`src/verilog/fetch_pkg.sv`:
```
`default_nettype none

package fetch_pkg;

	// ########################################
	// types
	// ########################################

	// byte address into instruction memory. Instructions are halfwords, so bit 0 is zero.
	typedef logic [25:0] fetch_addr_t;

	typedef logic [15:0] instr_word_t;

	// one memory line of eight words, word 0 at the lowest address.
	typedef instr_word_t [7:0] fetch_line_t;

	// level of the downstream instruction queue, 0 to 16.
	typedef logic [4:0] fifo_level_t;

	// number of words a line delivers, 1 to 8.
	typedef logic [3:0] word_count_t;

	// ########################################
	// constants
	// ########################################

	localparam int LINE_WORDS = 8;
	localparam int FIFO_DEPTH = 16;

	localparam fetch_addr_t RESET_FETCH_ADDR = 26'h7FE0;

	// a jump word has all ones in bits 15 to 11 and one of these kinds in bits 10 to 8.
	localparam logic [4:0] JUMP_PREFIX = 5'b11111;
	localparam logic [2:0] JUMP_KIND_A = 3'b010;
	localparam logic [2:0] JUMP_KIND_B = 3'b011;
	localparam logic [2:0] JUMP_KIND_C = 3'b110;

endpackage

`default_nettype wire

```
`src/verilog/fetch_status_if.sv`:
```
`timescale 1ns/100ps
`default_nettype none

interface fetch_status_if;

	import fetch_pkg::*;

	logic is_requesting;
	logic jump_active;
	logic line_ack;

	// words the current line delivers, counted from the fetch address to the line end.
	word_count_t returned_words;

	modport seq (
		output is_requesting,
		output jump_active,
		output line_ack,
		output returned_words
	);

	modport tracker (
		input is_requesting,
		input jump_active,
		input line_ack,
		input returned_words
	);

endinterface

`default_nettype wire

```
`src/verilog/jump_scanner.sv`:
```
`timescale 1ns/100ps
`default_nettype none

module jump_scanner (
	input  fetch_pkg::fetch_line_t line,
	input  fetch_pkg::word_count_t valid_words,
	output logic                   jump_found
);

	import fetch_pkg::*;

	logic [LINE_WORDS-1:0] word_is_jump;
	logic [LINE_WORDS-1:0] word_in_tail;
	word_count_t           first_valid;

	// the fetch address may point into the middle of a line.
	// only the words from there to the end of the line are delivered.
	assign first_valid = word_count_t'(LINE_WORDS) - valid_words;

	for (genvar i = 0; i < LINE_WORDS; i++) begin : g_word
		instr_word_t word;
		logic [2:0]  kind;

		assign word = line[i];
		assign kind = word[10:8];

		assign word_is_jump[i] = (word[15:11] == JUMP_PREFIX) &&
			(kind == JUMP_KIND_A || kind == JUMP_KIND_B || kind == JUMP_KIND_C);

		assign word_in_tail[i] = word_count_t'(i) >= first_valid;
	end

	assign jump_found = |(word_is_jump & word_in_tail);

endmodule

`default_nettype wire

```
`src/verilog/fifo_level_tracker.sv`:
```
`timescale 1ns/100ps
`default_nettype none

module fifo_level_tracker (
	input  logic                   main_clk,
	input  logic                   rst_n,
	input  fetch_pkg::fifo_level_t fifo_level_after_read,
	fetch_status_if.tracker        status,
	output fetch_pkg::fifo_level_t fifo_level,
	output fetch_pkg::fifo_level_t fifo_level_next
);

	import fetch_pkg::*;

	// ########################################
	// next level
	// ########################################

	// a jump flushes the queue, so whatever is left in it no longer counts.
	// a line that arrives during a jump is thrown away by the sequencer.
	always_comb begin
		if (status.jump_active) begin
			fifo_level_next = '0;
		end else if (status.line_ack && status.is_requesting) begin
			fifo_level_next = fifo_level_after_read + fifo_level_t'(status.returned_words);
		end else begin
			fifo_level_next = fifo_level_after_read;
		end
	end

	// ########################################
	// level register
	// ########################################

	always_ff @(posedge main_clk or negedge rst_n) begin
		if (!rst_n) begin
			fifo_level <= '0;
		end else begin
			fifo_level <= fifo_level_next;
		end
	end

	// the sequencer only asks for a line when it fits, so the queue never overfills.
	a_level_in_range: assert property (
		@(posedge main_clk) disable iff (!rst_n)
		fifo_level_next <= fifo_level_t'(FIFO_DEPTH)
	);

endmodule

`default_nettype wire

```
`src/verilog/fetch_sequencer.sv`:
```
`timescale 1ns/100ps
`default_nettype none

module fetch_sequencer (
	input  logic                   main_clk,
	input  logic                   rst_n,
	input  logic                   fetch_ack,
	input  fetch_pkg::fetch_line_t fetch_line,
	input  logic                   jump_strobe,
	input  logic [31:0]            jump_addr,
	input  fetch_pkg::fifo_level_t fifo_level_after_read,
	output logic                   fetch_req,
	output fetch_pkg::fetch_addr_t fetch_addr,
	fetch_status_if.seq            status
);

	import fetch_pkg::*;

	logic        req_q;
	fetch_addr_t addr_q;
	logic        jump_state_q;
	fetch_addr_t jump_addr_saved_q;
	logic        waiting_q;

	logic        jump_active;
	fetch_addr_t jump_target;
	word_count_t returned_words;
	logic [5:0]  level_with_line;
	logic        line_fits;
	logic        jump_found;

	// ########################################
	// combinational decode
	// ########################################

	assign jump_active = jump_strobe | jump_state_q;

	// a fresh strobe wins over a held one.
	// the target is forced to a halfword boundary.
	always_comb begin
		if (jump_strobe) begin
			jump_target = {jump_addr[25:1], 1'b0};
		end else begin
			jump_target = jump_addr_saved_q;
		end
	end

	assign returned_words = word_count_t'(LINE_WORDS) - {1'b0, addr_q[3:1]};

	assign level_with_line = {1'b0, fifo_level_after_read} + 6'(returned_words);
	assign line_fits = level_with_line < 6'(FIFO_DEPTH);

	jump_scanner u_jump_scanner (
		.line        (fetch_line),
		.valid_words (returned_words),
		.jump_found  (jump_found)
	);

	// ########################################
	// request and jump state
	// ########################################

	always_ff @(posedge main_clk or negedge rst_n) begin
		if (!rst_n) begin
			req_q        <= 1'b0;
			addr_q       <= RESET_FETCH_ADDR;
			jump_state_q <= 1'b0;
			waiting_q    <= 1'b0;
		end else begin
			if (req_q) begin
				if (fetch_ack) begin
					if (jump_active) begin
						// the returned line belongs to the old path and is dropped.
						// the request stays up with the new address.
						jump_state_q <= 1'b0;
						waiting_q    <= 1'b0;
						addr_q       <= jump_target;
					end else begin
						addr_q <= addr_q + fetch_addr_t'({returned_words, 1'b0});
						req_q  <= 1'b0;
						if (jump_found) begin
							waiting_q <= 1'b1;
						end
					end
				end else if (jump_strobe) begin
					// memory is still busy, so the jump waits for its answer.
					jump_state_q <= 1'b1;
				end
			end else if (jump_active) begin
				jump_state_q <= 1'b0;
				waiting_q    <= 1'b0;
				addr_q       <= jump_target;
				req_q        <= 1'b1;
			end else if (!waiting_q && line_fits) begin
				req_q <= 1'b1;
			end
		end
	end

	// holds the target of a pending jump until the sequencer can take it.
	always_ff @(posedge main_clk) begin
		jump_addr_saved_q <= jump_target;
	end

	// ########################################
	// outputs
	// ########################################

	assign fetch_req  = req_q;
	assign fetch_addr = addr_q;

	assign status.is_requesting  = req_q;
	assign status.jump_active    = jump_active;
	assign status.line_ack       = fetch_ack;
	assign status.returned_words = returned_words;

	a_addr_aligned: assert property (
		@(posedge main_clk) disable iff (!rst_n)
		!fetch_addr[0]
	);

	// memory may answer late, the address must not move under it.
	a_addr_stable: assert property (
		@(posedge main_clk) disable iff (!rst_n)
		fetch_req && !fetch_ack |=> $stable(fetch_addr)
	);

endmodule

`default_nettype wire

```
`src/verilog/instruction_fetch_top.sv`:
```
`timescale 1ns/100ps
`default_nettype none

module instruction_fetch_top (
	input  logic                   main_clk,
	input  logic                   rst_n,
	input  logic                   fetch_ack,
	input  fetch_pkg::fetch_line_t fetch_line,
	input  logic                   jump_strobe,
	input  logic [31:0]            jump_addr,
	input  fetch_pkg::fifo_level_t fifo_level_after_read,
	output logic                   fetch_req,
	output fetch_pkg::fetch_addr_t fetch_addr,
	output logic                   jump_active,
	output fetch_pkg::fifo_level_t fifo_level,
	output fetch_pkg::fifo_level_t fifo_level_next
);

	// status from the sequencer to the level tracker.
	fetch_status_if status_bus ();

	fetch_sequencer u_fetch_sequencer (
		.main_clk              (main_clk),
		.rst_n                 (rst_n),
		.fetch_ack             (fetch_ack),
		.fetch_line            (fetch_line),
		.jump_strobe           (jump_strobe),
		.jump_addr             (jump_addr),
		.fifo_level_after_read (fifo_level_after_read),
		.fetch_req             (fetch_req),
		.fetch_addr            (fetch_addr),
		.status                (status_bus.seq)
	);

	fifo_level_tracker u_fifo_level_tracker (
		.main_clk              (main_clk),
		.rst_n                 (rst_n),
		.fifo_level_after_read (fifo_level_after_read),
		.status                (status_bus.tracker),
		.fifo_level            (fifo_level),
		.fifo_level_next       (fifo_level_next)
	);

	assign jump_active = status_bus.jump_active;

endmodule

`default_nettype wire

```
`config.mk`:
```
export PLATFORM = sky130hd
export DESIGN_NAME = instruction_fetch_top
export DESIGN_NICKNAME = d
export VERILOG_FILES = /design/src/verilog/fetch_pkg.sv /design/src/verilog/fetch_status_if.sv /design/src/verilog/jump_scanner.sv /design/src/verilog/fifo_level_tracker.sv /design/src/verilog/fetch_sequencer.sv /design/src/verilog/instruction_fetch_top.sv
export SDC_FILE = /design/constraint.sdc
export NUM_CORES = 1
export LEC_CHECK = 0
export ABC_AREA = 1
export BUFFER_PORTS_ARGS = -buffer_cell sky130_fd_sc_hd__buf_4
export CAP_MARGIN = 40
export CORE_ASPECT_RATIO = 1.75
export CORE_MARGIN = 2
export CORE_UTILIZATION = 47
export DETAILED_ROUTE_END_ITERATION = 8
export PLACE_DENSITY = 0.87
export SLEW_MARGIN = 20
export SYNTH_ARGS = -nofsm -noshare
export SYNTH_HDL_FRONTEND = slang
export SYNTH_HIERARCHICAL = 1
export SYNTH_SLANG_ARGS = --single-unit
```
`constraint.sdc`:
```
create_clock -name main_clk -period 2.6 [get_ports main_clk]
set_input_delay 0.26 -clock main_clk [delete_from_list [all_inputs] [get_ports main_clk]]
set_output_delay 0.26 -clock main_clk [all_outputs]
set_load 0.05 [all_outputs]
```
==> metrics.md <==
| Metric | Value |
|---|---|
| Outcome | finished clean |
| Layout fillers | slightly below 800 |
| Final hold violations | 0 |
| Count leader, synth | nand2_1 |
| Fmax | slightly below 400 MHz |
| Synth Cell Area | between 4000 and 5000 um2 |
| HP Class | in2reg |
| FF/Latch Area | about 1400 um2 |
| Gr usage total | 0.2965 |
| Clk slew on worst S/H paths | 0.05 ns |
| First-pass GRT wire length | between 20,000 and 25,000 um |
| Clock tree buffer depth | 2 |
| Seq/Total Area, Yosys | 0.3342 |
| RSZ-0062 raised after global routing | false |
| Clk_lat worst skew | roughly 0.33 ns |
| Multi-input logic area | 2395 um2 |
| I/O pin count | roughly 210 |
| Non-Filler Instances | 892 |
| Power share of the clock group | 0.251 |
| Worst rel slew slack | 0.6684 |
| Ratio of cells with drive above 1 in the final layout | 0.2865 |
| Die width | approximately 75 um |
| Max VDD drop | about 0.00054 V |
| Worst Tran Pin Value | slightly below 0.5 ns |
| DP Wirelength | about 11,000 um |
| Sw Pwr | 1.973 mW |
| CP max FO | 4 |
| Core region area | ~8600 um2 |
| 1st-iter DRT viols | about 240 |
| GRT overflow | 0 |
| Req. time, crit path | ~2.3 ns |
| Detailed Route WL | between 10,000 and 15,000 um |
| TritonCTS clock tree | built |
| Synth area leader | nand2_1 |
| Final setup fails | 0 |
| N_diodes | 0 |
| Commonest cells post-synth | 239 x nand2_1, 66 x inv_1, 53 x nand3_1, 43 x nor2_1, 41 x a21oi_1 |
| Post-synth top flop | dfxtp_1 |
| Synth Instances | 631 |
| Layout overhead on the synthesized area | 35.24% |
| Worst setup margin | between 0.01 and 0.015 ns |
| Starting density of the core | 0.4806 |
| Largest family of logic cells by synthesized area | simple AND/OR/NAND/NOR gates |
| Min Tclk post-route | 2.588 ns |
| Syn avg cell area | about 6.6 um2 |
| Global placement routability congestion | roughly 0.95 |
| Seq pwr share | 0.289 |
| Compound-Gate Fraction of Synth Area | 0.09368 |
| Number of flops mapped to enable cells by yosys | 0 |
| Post-synthesis register bit count | 60 |
| Critical path type | reg2out |
| Clock sink count | 60 |
| Placed cell areas | 5245 um2 |
| Die ar. | ~9600 um2 |
| Pins Over Slew Limit | 0 |
| Final period util | 0.9952 |
| Max Clock Skew | 0.007770 ns |
| Vias in the first global route | around 4,600 |
| Worst Path Arrival | between 2 and 2.5 ns |
| PD cells | 804.6 nW/um2 |
| Sw Share | 0.4379 |
| Largest net degree at the start of global routing | 35 |
| Design Area, Final | roughly 5600 um2 |
| Number of max-cap violations | 0 |
| Post-Synthesis Net Count | around 800 |
| Crit path launch type | register |
| Max H-tree Level | 3 |
| Netlist cell types | 46 |
| Initial antenna violation count | 0 |
| Internal power | about 2.5 mW |
| Port Buffers | around 140 |
| CTS root buffer | clkbuf_16 |
| Nets | ~950 |
| 1st-pass router iterations | 5 |
| Pre-CTS WS | 0.1457 ns |
| Yosys warns | 6 |
| Asr flop ratio synth | 0.5667 |
| Post-Synth Simple-Gate Area | 0.4128 |
| Die Height | about 130 um |
| Xor and xnor area share after synthesis | 0.006346 |
| Mux cell area share after synthesis | 0.004835 |
| Via count | around 4,800 |
| CTS buffer count | 9 |
| Synth top area share | 0.2167 |
| Leakage | 2.923 nW |
| DRC | 0 |
| Combinational Power Share | 0.460 |
| Worst Setup End Kind | output pin |
| Vias per inst | about 5.3 |
| Post-Synth Adder-Cell Area | 0.04714 |
| Top cells by area, synth | nand2_1 22%, dfrtp_1 15%, dfxtp_1 13% |
| FP Rows | 45 |
| Final ANT Viol Nets | 0 |
| Placed cell count | between 800 and 900 |
| Routed len/inst | roughly 16 um |
-- worst max-delay path: stages (launching register included) --
cell and delay [ns]:
dfrtp_2 0.40, buf_4 0.15, nor3_4 0.24, buf_4 0.17, ha_1 0.26, a21oi_1 0.20
nand2_1 0.11, nand3_1 0.08, nand2_1 0.08, nor2_4 0.09, buf_4 0.20
-- sequential cells by signal, summed over array words and instances (netlist names) --
signal	cells
u_fetch_sequencer/fetch_addr	26
u_fetch_sequencer/fetch_req	1
u_fifo_level_tracker/fifo_level	5
u_fetch_sequencer/jump_state_q	1
u_fetch_sequencer/jump_addr_saved_q	26
u_fetch_sequencer/waiting_q	1
-- per-stage QoR --
stage | hold WS, ns | util | total power, mW | TNS, ns
global placement | 0.2524 | 0.6089 | 3.223 | 0
floorplan | -0.03559 | - | 2.630 | -0.02572
detailed placement | 0.2575 | 0.6089 | 3.282 | 0
CTS | 0.1525 | 0.6472 | 4.465 | 0
global route | 0.1702 | 0.6500 | 4.735 | 0
finish | 0.1529 | 0.6500 | 4.505 | 0
-- area by class of cell --
class                           instances  share of cell area
Clock buffer                           15             0.04961
Clock inverter                          1           0.0008939
Inverter                               76             0.05251
Multi-Input combinational cell        478              0.4277
Sequential cell                        60              0.2476
Tap cell                              117             0.02615
Timing Repair Buffer                  145              0.1955
-- power by group through the flow --
stage          clock network, mW  registers, mW  logic (mW)
6_report                    1.13           1.30        2.07
5_1_grt                     1.17           1.32        2.24
4_1_cts                     1.14           1.30        2.03
3_5_place_dp                   0           1.31        1.97
3_3_place_gp                   0           1.31        1.91
2_1_floorplan                  0           1.64       0.988
-- metal layers --
metal	GRT usage	up-vias	part of all wire
li1	-	2288	-
met1	0.2819	2190	0.34
met2	0.5521	238	0.53
met3	0.05818	56	0.078
met4	0.1786	0	0.052
met5	0	-	0
-- cells in the final DEF, fill, tap and decap left out, types with 2 or more instances in the layout --
cell / n
dfrtp_2: 2
mux2i_1: 2
ha_1: 12
o21ai_0: 19
nand3b_1: 4
nor2_4: 4
nor2_2: 8
o21ai_1: 2
dfxtp_1: 26
nor2_1: 41
ha_4: 2
nand2_1: 238
nand4_1: 10
a21oi_2: 3
dfrtp_1: 22
nand3_1: 53
inv_2: 10
clkbuf_8: 3
clkbuf_1: 3
inv_1: 63
nor3_1: 3
nand3_2: 6
dfstp_2: 10
nand2_2: 9
xor2_1: 2
a21oi_1: 39
o21bai_1: 2
or2_2: 3
clkbuf_16: 9
buf_4: 143
-- logic make-up after synthesis --
| family | Yosys count |
|---|---|
| flops | 60 |
| buf+inv | 93 |
| mux | 2 |
| fa+ha+maj | 15 |
| compound gates | 72 |
| simple gates | 386 |
| xor+xnor | 3 |
-- path summary, 6_finish.rpt --
check | start | end | slack (ns) | cells after the start
min in group asynchronous | rst_n | u_fetch_sequencer/fetch_addr[4] | 0.44 | 2
setup reg to reg | u_fetch_sequencer/fetch_addr[2] | u_fetch_sequencer/fetch_addr[17] | 0.26 | 12
setup / recovery | u_fetch_sequencer/fetch_addr[2] | fifo_level_next[4] | 0.01 | 10
hold / removal | jump_addr[5] | u_fetch_sequencer/jump_addr_saved_q[5] | 0.15 | 3
max in group asynchronous | rst_n | u_fetch_sequencer/fetch_addr[12] | 1.79 | 2
hold reg to reg | u_fetch_sequencer/jump_addr_saved_q[0] | u_fetch_sequencer/jump_addr_saved_q[0] | 0.42 | 2
-- timing repair --
action / 4_1_cts / 5_1_grt
hold endpoints to repair: 24 / 0
setup endpoints to repair: 3 / 2
hold buffers: 1 / 0
setup buffers: 1 / 1
gates cloned: 0 / 0
resized for setup: 5 / 5
(Power assumes the default switching activity.)
